[src/verilog/tg_params.svh]
`ifndef TG_PARAMS_SVH
`define TG_PARAMS_SVH

// local port data path
`define TG_DATA_W     64
`define TG_LANES      (`TG_DATA_W / 8)

// address field widths
`define TG_CS_W       1
`define TG_BANK_W     3
`define TG_ROW_W      13
`define TG_COL_W      10

// beats per burst, also driven on local_size
`define TG_BURST_LEN  2
`define TG_COL_STEP   8

// last value of each field in the sweep
`define TG_MAX_COL    16
`define TG_MAX_ROW    3
`define TG_MAX_BANK   7
`define TG_MAX_CS     0

// lane k starts at base + k * step
`define TG_SEED_BASE  1
`define TG_SEED_STEP  10

`define TG_RD_CNT_W   8

`endif

[src/verilog/tg_pkg.sv]
`include "tg_params.svh"

package tg_pkg;

  // address fields of the local port
  typedef logic [`TG_CS_W-1:0]   cs_t;
  typedef logic [`TG_BANK_W-1:0] bank_t;
  typedef logic [`TG_ROW_W-1:0]  row_t;
  typedef logic [`TG_COL_W-1:0]  col_t;

  // data word as eight byte lanes, lane 0 in the low byte
  typedef logic [7:0]            lane_t;
  typedef lane_t [`TG_LANES-1:0] data_t;
  typedef logic [`TG_LANES-1:0]  lane_mask_t;

  // controller states
  typedef enum logic [2:0] {
    ST_IDLE,
    ST_WR_FIRST,
    ST_WR_NEXT,
    ST_RD_ISSUE,
    ST_RD_DRAIN,
    ST_DONE
  } tg_state_e;

endpackage

[src/verilog/tg_addr_if.sv]
`timescale 1ns/1ps

interface tg_addr_if;
  import tg_pkg::*;

  // current memory address
  cs_t   cs;
  bank_t bank;
  row_t  row;
  col_t  col;
  logic  last;

  // advance and restart requests
  logic  step;
  logic  clear;

  modport sweep (
    input  step,
    input  clear,
    output cs,
    output bank,
    output row,
    output col,
    output last
  );

  modport ctrl (
    input  last,
    output step,
    output clear
  );

endinterface

[src/verilog/addr_sweep.sv]
`timescale 1ns/1ps
`include "tg_params.svh"

module addr_sweep (
  input logic      clk,
  input logic      reset_n,
  tg_addr_if.sweep addr
);
  import tg_pkg::*;

  localparam col_t  MAX_COL  = col_t'(`TG_MAX_COL);
  localparam row_t  MAX_ROW  = row_t'(`TG_MAX_ROW);
  localparam bank_t MAX_BANK = bank_t'(`TG_MAX_BANK);
  localparam cs_t   MAX_CS   = cs_t'(`TG_MAX_CS);
  localparam col_t  COL_STEP = col_t'(`TG_COL_STEP);

  // ----------------------------------------
  // column, then row, bank and chip select
  // ----------------------------------------
  always_ff @(posedge clk or negedge reset_n)
  begin
    if (!reset_n)
    begin
      addr.cs   <= '0;
      addr.bank <= '0;
      addr.row  <= '0;
      addr.col  <= '0;
    end
    else if (addr.clear)
    begin
      addr.cs   <= '0;
      addr.bank <= '0;
      addr.row  <= '0;
      addr.col  <= '0;
    end
    else if (addr.step)
    begin
      if (addr.col == MAX_COL)
      begin
        addr.col <= '0;
        if (addr.row == MAX_ROW)
        begin
          addr.row <= '0;
          if (addr.bank == MAX_BANK)
          begin
            addr.bank <= '0;
            if (addr.cs == MAX_CS)
              addr.cs <= '0;
            else
              addr.cs <= addr.cs + 1'b1;
          end
          else
            addr.bank <= addr.bank + 1'b1;
        end
        else
          addr.row <= addr.row + 1'b1;
      end
      else
        addr.col <= addr.col + COL_STEP;
    end
  end

  // final address of the sweep
  assign addr.last = (addr.col == MAX_COL) && (addr.row == MAX_ROW) &&
                     (addr.bank == MAX_BANK) && (addr.cs == MAX_CS);

  // column steps must land on the limit before wrapping
  col_in_range: assert property (@(posedge clk) disable iff (!reset_n)
    addr.col <= MAX_COL);

endmodule

[src/verilog/ddr_traffic_gen.sv]
`timescale 1ns/1ps
`include "tg_params.svh"

module ddr_traffic_gen (
  input  logic               clk,
  input  logic               reset_n,
  input  logic               local_ready,
  input  logic               local_rdata_valid,
  input  tg_pkg::data_t      local_rdata,
  output tg_pkg::cs_t        local_cs_addr,
  output tg_pkg::bank_t      local_bank_addr,
  output tg_pkg::row_t       local_row_addr,
  output tg_pkg::col_t       local_col_addr,
  output logic               local_write_req,
  output logic               local_read_req,
  output logic               local_burstbegin,
  output logic [3:0]         local_size,
  output tg_pkg::data_t      local_wdata,
  output tg_pkg::lane_mask_t pnf_per_byte,
  output logic               pnf_persist,
  output logic               test_complete
);

  logic gen_step;
  logic gen_capture;
  logic gen_reload;

  tg_addr_if addr_bus ();

  assign local_cs_addr   = addr_bus.cs;
  assign local_bank_addr = addr_bus.bank;
  assign local_row_addr  = addr_bus.row;
  assign local_col_addr  = addr_bus.col;
  assign local_size      = 4'(`TG_BURST_LEN);

  addr_sweep u_sweep (
    .clk     (clk),
    .reset_n (reset_n),
    .addr    (addr_bus.sweep)
  );

  traffic_ctrl u_ctrl (
    .clk               (clk),
    .reset_n           (reset_n),
    .local_ready       (local_ready),
    .local_rdata_valid (local_rdata_valid),
    .addr              (addr_bus.ctrl),
    .write_req         (local_write_req),
    .read_req          (local_read_req),
    .burst_begin       (local_burstbegin),
    .gen_step          (gen_step),
    .gen_capture       (gen_capture),
    .gen_reload        (gen_reload),
    .test_complete     (test_complete)
  );

  // write data and expected read data come from the same lanes
  pattern_gen u_pattern (
    .clk     (clk),
    .reset_n (reset_n),
    .step    (gen_step),
    .capture (gen_capture),
    .reload  (gen_reload),
    .pattern (local_wdata)
  );

  read_checker u_checker (
    .clk               (clk),
    .reset_n           (reset_n),
    .local_rdata_valid (local_rdata_valid),
    .local_rdata       (local_rdata),
    .expected          (local_wdata),
    .pnf_per_byte      (pnf_per_byte),
    .pnf_persist       (pnf_persist)
  );

endmodule

[src/verilog/lfsr8.sv]
`timescale 1ns/1ps

module lfsr8 #(
  parameter tg_pkg::lane_t seed = 8'd1
) (
  input  logic          clk,
  input  logic          reset_n,
  input  logic          enable,
  input  logic          pause,
  input  logic          load,
  input  tg_pkg::lane_t ldata,
  output tg_pkg::lane_t data
);

  logic feedback;

  // taps on bits 7, 5, 4 and 3
  assign feedback = data[7] ^ data[5] ^ data[4] ^ data[3];

  always_ff @(posedge clk or negedge reset_n)
  begin
    if (!reset_n)
      data <= seed;
    else if (load)
      data <= ldata;
    else if (enable && !pause)
      data <= {data[6:0], feedback};
  end

endmodule

[src/verilog/pattern_gen.sv]
`timescale 1ns/1ps
`include "tg_params.svh"

module pattern_gen (
  input  logic          clk,
  input  logic          reset_n,
  input  logic          step,
  input  logic          capture,
  input  logic          reload,
  output tg_pkg::data_t pattern
);
  import tg_pkg::*;

  data_t start_q;

  // first beat of the pass, replayed as the expected data of the reads
  always_ff @(posedge clk)
  begin
    if (capture)
      start_q <= pattern;
  end

  // ----------------------------------------
  // one LFSR per byte lane
  // ----------------------------------------
  for (genvar k = 0; k < `TG_LANES; k++)
  begin : g_lane
    lfsr8 #(
      .seed (lane_t'(`TG_SEED_BASE + k * `TG_SEED_STEP))
    ) u_lane (
      .clk     (clk),
      .reset_n (reset_n),
      .enable  (1'b1),
      .pause   (~step),
      .load    (reload),
      .ldata   (start_q[k]),
      .data    (pattern[k])
    );
  end

endmodule

[src/verilog/read_checker.sv]
`timescale 1ns/1ps

module read_checker (
  input  logic               clk,
  input  logic               reset_n,
  input  logic               local_rdata_valid,
  input  tg_pkg::data_t      local_rdata,
  input  tg_pkg::data_t      expected,
  output tg_pkg::lane_mask_t pnf_per_byte,
  output logic               pnf_persist
);
  import tg_pkg::*;

  lane_mask_t lane_eq;
  lane_mask_t cmp_q;
  logic       vld_q;
  logic       res_q;
  logic       failed;

  always_comb
  begin
    for (int k = 0; k < $bits(lane_mask_t); k++)
      lane_eq[k] = (local_rdata[k] == expected[k]);
  end

  // raw compare, qualified one stage later
  always_ff @(posedge clk)
  begin
    cmp_q <= lane_eq;
  end

  // ----------------------------------------
  // result latch and sticky pass flag
  // ----------------------------------------
  always_ff @(posedge clk or negedge reset_n)
  begin
    if (!reset_n)
    begin
      vld_q        <= 1'b0;
      res_q        <= 1'b0;
      pnf_per_byte <= '1;
      failed       <= 1'b0;
      pnf_persist  <= 1'b0;
    end
    else
    begin
      vld_q <= local_rdata_valid;
      res_q <= vld_q;
      if (vld_q)
        pnf_per_byte <= cmp_q;
      if (res_q)
      begin
        // one bad lane holds the flag low until reset
        failed      <= failed || !(&pnf_per_byte);
        pnf_persist <= !failed && (&pnf_per_byte);
      end
    end
  end

endmodule

[src/verilog/traffic_ctrl.sv]
`timescale 1ns/1ps
`include "tg_params.svh"

module traffic_ctrl (
  input  logic    clk,
  input  logic    reset_n,
  input  logic    local_ready,
  input  logic    local_rdata_valid,
  tg_addr_if.ctrl addr,
  output logic    write_req,
  output logic    read_req,
  output logic    burst_begin,
  output logic    gen_step,
  output logic    gen_capture,
  output logic    gen_reload,
  output logic    test_complete
);
  import tg_pkg::*;

  typedef logic [`TG_RD_CNT_W-1:0] rd_cnt_t;

  localparam logic [3:0] LAST_BEAT = 4'(`TG_BURST_LEN - 1);
  localparam rd_cnt_t    RD_BURST  = rd_cnt_t'(`TG_BURST_LEN);

  tg_state_e  state;
  logic [3:0] beat_cnt;
  rd_cnt_t    rd_cnt;
  logic       first_burst;
  logic       wr_acc;
  logic       rd_acc;
  logic       wr_burst_end;
  logic       burst_end;

  // ----------------------------------------
  // request decode and handshake
  // ----------------------------------------
  assign write_req   = (state == ST_WR_FIRST) || (state == ST_WR_NEXT);
  assign read_req    = (state == ST_RD_ISSUE);
  assign burst_begin = (state == ST_WR_FIRST) || (state == ST_RD_ISSUE);

  assign wr_acc       = write_req && local_ready;
  assign rd_acc       = read_req && local_ready;
  assign wr_burst_end = wr_acc && (state == ST_WR_NEXT) && (beat_cnt == LAST_BEAT);
  assign burst_end    = wr_burst_end || rd_acc;

  // address moves once per burst, back to zero after the final one
  assign addr.step  = burst_end;
  assign addr.clear = burst_end && addr.last;

  // pattern advances per written beat and per returned beat
  assign gen_step    = wr_acc || local_rdata_valid;
  assign gen_capture = wr_acc && first_burst;
  assign gen_reload  = wr_burst_end && addr.last;

  // ----------------------------------------
  // phase FSM
  // ----------------------------------------
  always_ff @(posedge clk or negedge reset_n)
  begin
    if (!reset_n)
    begin
      state         <= ST_IDLE;
      beat_cnt      <= '0;
      first_burst   <= 1'b0;
      test_complete <= 1'b0;
    end
    else
    begin
      test_complete <= 1'b0;
      case (state)
        ST_IDLE:
        begin
          first_burst <= 1'b1;
          state       <= ST_WR_FIRST;
        end
        ST_WR_FIRST:
        begin
          if (wr_acc)
          begin
            first_burst <= 1'b0;
            beat_cnt    <= 4'd1;
            state       <= ST_WR_NEXT;
          end
        end
        ST_WR_NEXT:
        begin
          if (wr_burst_end)
          begin
            beat_cnt <= '0;
            state    <= addr.last ? ST_RD_ISSUE : ST_WR_FIRST;
          end
          else if (wr_acc)
            beat_cnt <= beat_cnt + 1'b1;
        end
        ST_RD_ISSUE:
        begin
          if (rd_acc && addr.last)
            state <= ST_RD_DRAIN;
        end
        ST_RD_DRAIN:
        begin
          if (rd_cnt == '0)
          begin
            test_complete <= 1'b1;
            state         <= ST_DONE;
          end
        end
        ST_DONE:
        begin
          // keeps test_complete up through the following idle cycle
          test_complete <= 1'b1;
          state         <= ST_IDLE;
        end
        default:
          state <= ST_IDLE;
      endcase
    end
  end

  // read beats still owed by the controller
  always_ff @(posedge clk or negedge reset_n)
  begin
    if (!reset_n)
      rd_cnt <= '0;
    else if (rd_acc && local_rdata_valid)
      rd_cnt <= rd_cnt + RD_BURST - 1'b1;
    else if (rd_acc)
      rd_cnt <= rd_cnt + RD_BURST;
    else if (local_rdata_valid && (rd_cnt != '0))
      rd_cnt <= rd_cnt - 1'b1;
  end

  no_rd_wr_overlap: assert property (@(posedge clk) disable iff (!reset_n)
    !(write_req && read_req));

  // a stalled request keeps its burst marker until accepted
  wr_held: assert property (@(posedge clk) disable iff (!reset_n)
    (write_req && !local_ready) |=> (write_req && $stable(burst_begin)));

  rd_held: assert property (@(posedge clk) disable iff (!reset_n)
    (read_req && !local_ready) |=> (read_req && $stable(burst_begin)));

endmodule
[config.mk]
export PLATFORM = sky130hd
export DESIGN_NAME = ddr_traffic_gen
export DESIGN_NICKNAME = d
export VERILOG_FILES = /design/src/verilog/tg_pkg.sv /design/src/verilog/tg_addr_if.sv /design/src/verilog/addr_sweep.sv /design/src/verilog/ddr_traffic_gen.sv /design/src/verilog/lfsr8.sv /design/src/verilog/pattern_gen.sv /design/src/verilog/read_checker.sv /design/src/verilog/traffic_ctrl.sv
export VERILOG_INCLUDE_DIRS = /design/src /design/src/verilog
export SDC_FILE = /design/constraint.sdc
export NUM_CORES = 1
export LEC_CHECK = 0
export ABC_AREA = 1
export BUFFER_PORTS_ARGS = -buffer_cell sky130_fd_sc_hd__clkbuf_2
export CAP_MARGIN = 20
export CORE_MARGIN = 8
export CORE_UTILIZATION = 58
export CTS_BUF_LIST = sky130_fd_sc_hd__clkbuf_16
export DETAILED_ROUTE_END_ITERATION = 8
export GPL_TIMING_DRIVEN = 0
export PLACE_DENSITY = 0.82
export SETUP_SLACK_MARGIN = 0.5
export SYNTH_ARGS = -nofsm -noshare
export SYNTH_HDL_FRONTEND = slang
export SYNTH_HIERARCHICAL = 1
export SYNTH_SLANG_ARGS = --single-unit
[constraint.sdc]
create_clock -name clk -period 6.1 [get_ports clk]
set_input_delay 0.61 -clock clk [delete_from_list [all_inputs] [get_ports clk]]
set_output_delay 0.61 -clock clk [all_outputs]
set_load 0.05 [all_outputs]
==> results <==
- In the final layout, the share of cells above drive strength 1 is between 20% and 30%.
- The most frequent standard cell in the layout excluding fill and tap cells is nand2_1.
- The worst path in the final design needs a cycle of 2930 ps, including I/O delays and setup.
- The total inserted antenna cells is 0.
- In this run the critical register-to-register path is captured at u_pattern/g_lane[0].u_lane/data[0].
- The number of antenna violations at the first check in global routing came to 0.
- The worst ir drop on vdd is ~0.45 mV.
- Setup repair after global routing left no endpoint under its margin.
- The number of vias per cell after detailed routing is slightly above 5.
- The post-synthesis sequential area ratio is a little under half.
- The residual DRC count is 0.
- The core area is about 0.018 mm².
- The headroom to the max-slew limit is 55.6%.
- The total power divided by cell area is approximately 500 mW/mm².
- The clock sink count is roughly 190.
- The min-delay analysis places its worst path in the category in2async.
- The fraction of registers with async set or reset after synthesis is between 60% and 70%.
- The root buffer cell is clkbuf_16.
- The clock transition at the registers of the reported paths is about 80 ps.
- The worst setup path is of the reg2reg kind.
- The overall die area is approximately 0.023 mm².
- STA classifies the critical path startpoint as a flip-flop.
- The cell leakage power is ~6.3 nW.
- The clock passes through at most 2 buffers.
- The final count of pins violating max slew is 0.
- dfrtp_1 takes more of the synthesized area than any other cell.
- The count of unique library cells instantiated by Yosys is 47.
- The CTS tree is built.
- The overall routed net length is between 20,000 and 30,000 µm.
- Once the clock tree was built, the resizer swapped 0 gates to a different size.
- Global routing finished with a remaining overflow of 0.
- The synthesized design contains about 190 register bits.
- For the worst setup path, the data required time is 6450 ps.
- At the worst endpoint, the arrival time is approximately 3300 ps.
- During synthesis, Yosys emitted a total of 6 warnings.
- The number of inserted filler cells in the final layout is approximately 1,500.
- The final antenna-violating net count is 0.
- The floorplan step set the die height to 151 µm.
- The x dimension of the die is ~150 µm.
- The post-CTS setup-driven buffer insertion count is 0.
- The flow ran to the end, and the final reports show no timing, DRC or antenna violations.
- In the layout the commonest cells are nand2_1, inv_1, clkbuf_2.
- The count of port buffers added during placement is approximately 170.
- The total half-perimeter wirelength after legalization and detailed placement is about 18,000 µm.
- Buffers inserted during clock tree synthesis total 17.
- The capturing element of the worst setup path is u_pattern/g_lane[0].u_lane/data[0].
- The count of endpoints failing setup in the final report is 0.
- The per-instance average area after synthesis is 7.79 µm².
- The final hold violation count is 0.
- The starting density of the core is ~59%.
- The number of cells produced by synthesis is 1,365.
- In the final routed layout, each cell accounts on average for roughly 14 µm.
- The maximum number of pins on one net before global-route repair is 60.
- The tool flagged a number of max-cap violations equal to 0.
- Of all nets on the critical path, the largest fanout is 10.
- Summed over all failing endpoints, the final setup total negative slack is 0 ps.
- The clock latency on the worst-skew pair is between 400 and 500 ps.
- The via count of the first global-routing pass was around 9,000.
- The number of cells on the worst reg-to-reg path is 13.
- Of the available clock period, the critical path in the final layout requires 48.1%.
- After synthesis, the cell types taking the most area are dfrtp_1, nand2_1, edfxtp_1, dfstp_2, inv_1.
- The routability congestion estimate from global placement is between 0.8 and 0.9.
- The total vias in the final route is just over 9,000.
- Global routing used 22.4% of the available tracks.
- The first global-routing pass estimated about 42,000 µm of wire.
- The transition time at the pin with the least slew margin is around 660 ps.
- For this design the top-level I/O count stands at between 150 and 200.
- STA classifies the critical path endpoint as a flip-flop.
- The number of H-tree levels is 4.
- The net count of the finished layout is approximately 1,700.
- The top cell type by area accounts for between 10% and 20% of the synthesized area.
- The dominant synthesized flop cell is dfrtp_1.
- After synthesis the cells add up to about 0.011 mm².
- The highest clock frequency the design can meet is about 340 MHz.
- Clock skew on the completed layout was measured at between 15 and 20 ps.
- The launching point of the worst reg2reg path is u_sweep/addr.row[0].
- The area added between synthesis and finish is 18.1%.
- The site row count is a little under 50.
- In this run the worst setup path begins at u_sweep/addr.row[0].
- The slack of the worst reg-to-reg path is 3170 ps.
- In this run, synthesis inferred between 60 and 70 flip-flops with an integrated enable.
- The number of iterations in the first detailed-routing pass is 5.
- Hold timing on the final database bottoms out at a slack of 139 ps.
- In this run, post-CTS hold repair placed 0 buffers.
- After the first detailed-routing iteration, the DRC count stood at approximately 470.
## kinds of logic after synthesis
group	after synthesis	synth area share [%]
xor gates and xnor gates	20	1.65
and+or+nand+nor	806	32.2
other	4	0.141
muxes	8	1.13
AOI/OAI and AO/OA	87	6.02
adders and majority gates	13	1.53
DFF	188	47.3
buffers and inverters	239	10.0
## sequential cells by signal, summed over array words and instances, names as in the netlist, 4 cells and up
signal,flops
u_ctrl/beat_cnt,4
u_checker/pnf_per_byte,8
u_sweep/addr.col,7
u_pattern/g_lane.u_lane/data,64
u_ctrl/rd_cnt,8
u_checker/cmp_q,8
u_sweep/addr.row,13
u_pattern/start_q,64
## cell usage after synthesis, types with 2 or more instances
master      n
nand2_1   517
inv_1     192
nor2_1    134
dfrtp_1    80
nand3_1    79
edfxtp_1   64
dfstp_2    36
o211ai_1   34
nand2_2    20
nand4_1    19
inv_4      16
o21ai_0    15
ha_1       13
buf_6      12
nand2_4    10
nor2_4     10
xnor2_1    10
xor2_1     10
buf_4       9
o21ai_2     9
a21boi_2    8
dfxtp_1     8
mux2_4      8
a21oi_1     7
nor3_1      6
inv_2       5
conb_1      4
nor2_2      3
a21oi_2     2
a31oi_1     2
buf_2       2
nand3b_1    2
nor3_2      2
o21ai_1     2
o22ai_1     2
o31ai_1     2
## where the power goes
| group | switching (W) | internal, W |
|---|---|---|
| clock network | 0.000504 | 0.000660 |
| registers | 0.000530 | 0.00186 |
| logic | 0.00195 | 0.000779 |
| total | 0.00299 | 0.00330 |
## per-layer routing
metal	part of all wire, %	vias up	GRT usage [%]
li1	-	4655	-
met1	44	4284	28.7
met2	49	253	38.2
met3	5.5	28	3.79
met4	1.3	0	6.68
met5	0	-	0
## per-stage QoR
step                instances  cell area, µm²  utilization, %  power (W)  worst slack [ps]
floorplan                1385           10700               -    0.00439              1720
global placement         1781           11800            65.9    0.00502               260
detailed placement       1785           11900            66.4    0.00513              3140
CTS                      1817           12600            69.9    0.00631              3100
global route             1817           12600            69.9    0.00673              2880
finish                   1817           12600            69.9    0.00629              3170
## layout make-up
cell class | instances | area [µm²] | share of cell area (%)
buffer | 25 | 221 | 1.76
clock buffer | 17 | 425 | 3.39
clock inverter | 15 | 195 | 1.55
inverter | 214 | 845 | 6.73
multi-input combinational | 958 | 4620 | 36.8
sequential | 188 | 5030 | 40.1
tap | 229 | 287 | 2.28
timing repair buffer | 171 | 931 | 7.41
## how the worst min path moves through the flow
stage          cells past startpoint            start                                  to  slack (ps)
6_report                           1          reset_n  u_pattern/g_lane[7].u_lane/data[5]         140
2_1_floorplan                      0          reset_n                    u_checker/failed         310
3_5_place_dp                       0  u_checker/vld_q                     u_checker/res_q         410
3_3_place_gp                       0  u_checker/vld_q                     u_checker/res_q         420
5_1_grt                            1          reset_n  u_pattern/g_lane[7].u_lane/data[5]         170
4_1_cts                            1          reset_n  u_pattern/g_lane[7].u_lane/data[5]         160
## critical path: stages (launching register included)
cell      delay, ps
dfrtp_1         470
ha_1            180
clkbuf_2        190
nand4_1         120
nor4_1          480
inv_1           170
nor2_1          470
buf_6           220
buf_6           170
inv_4            50
nand2_4          90
inv_4            50
a21boi_2        120
nand2_1          70
(Power assumes the default switching activity.)
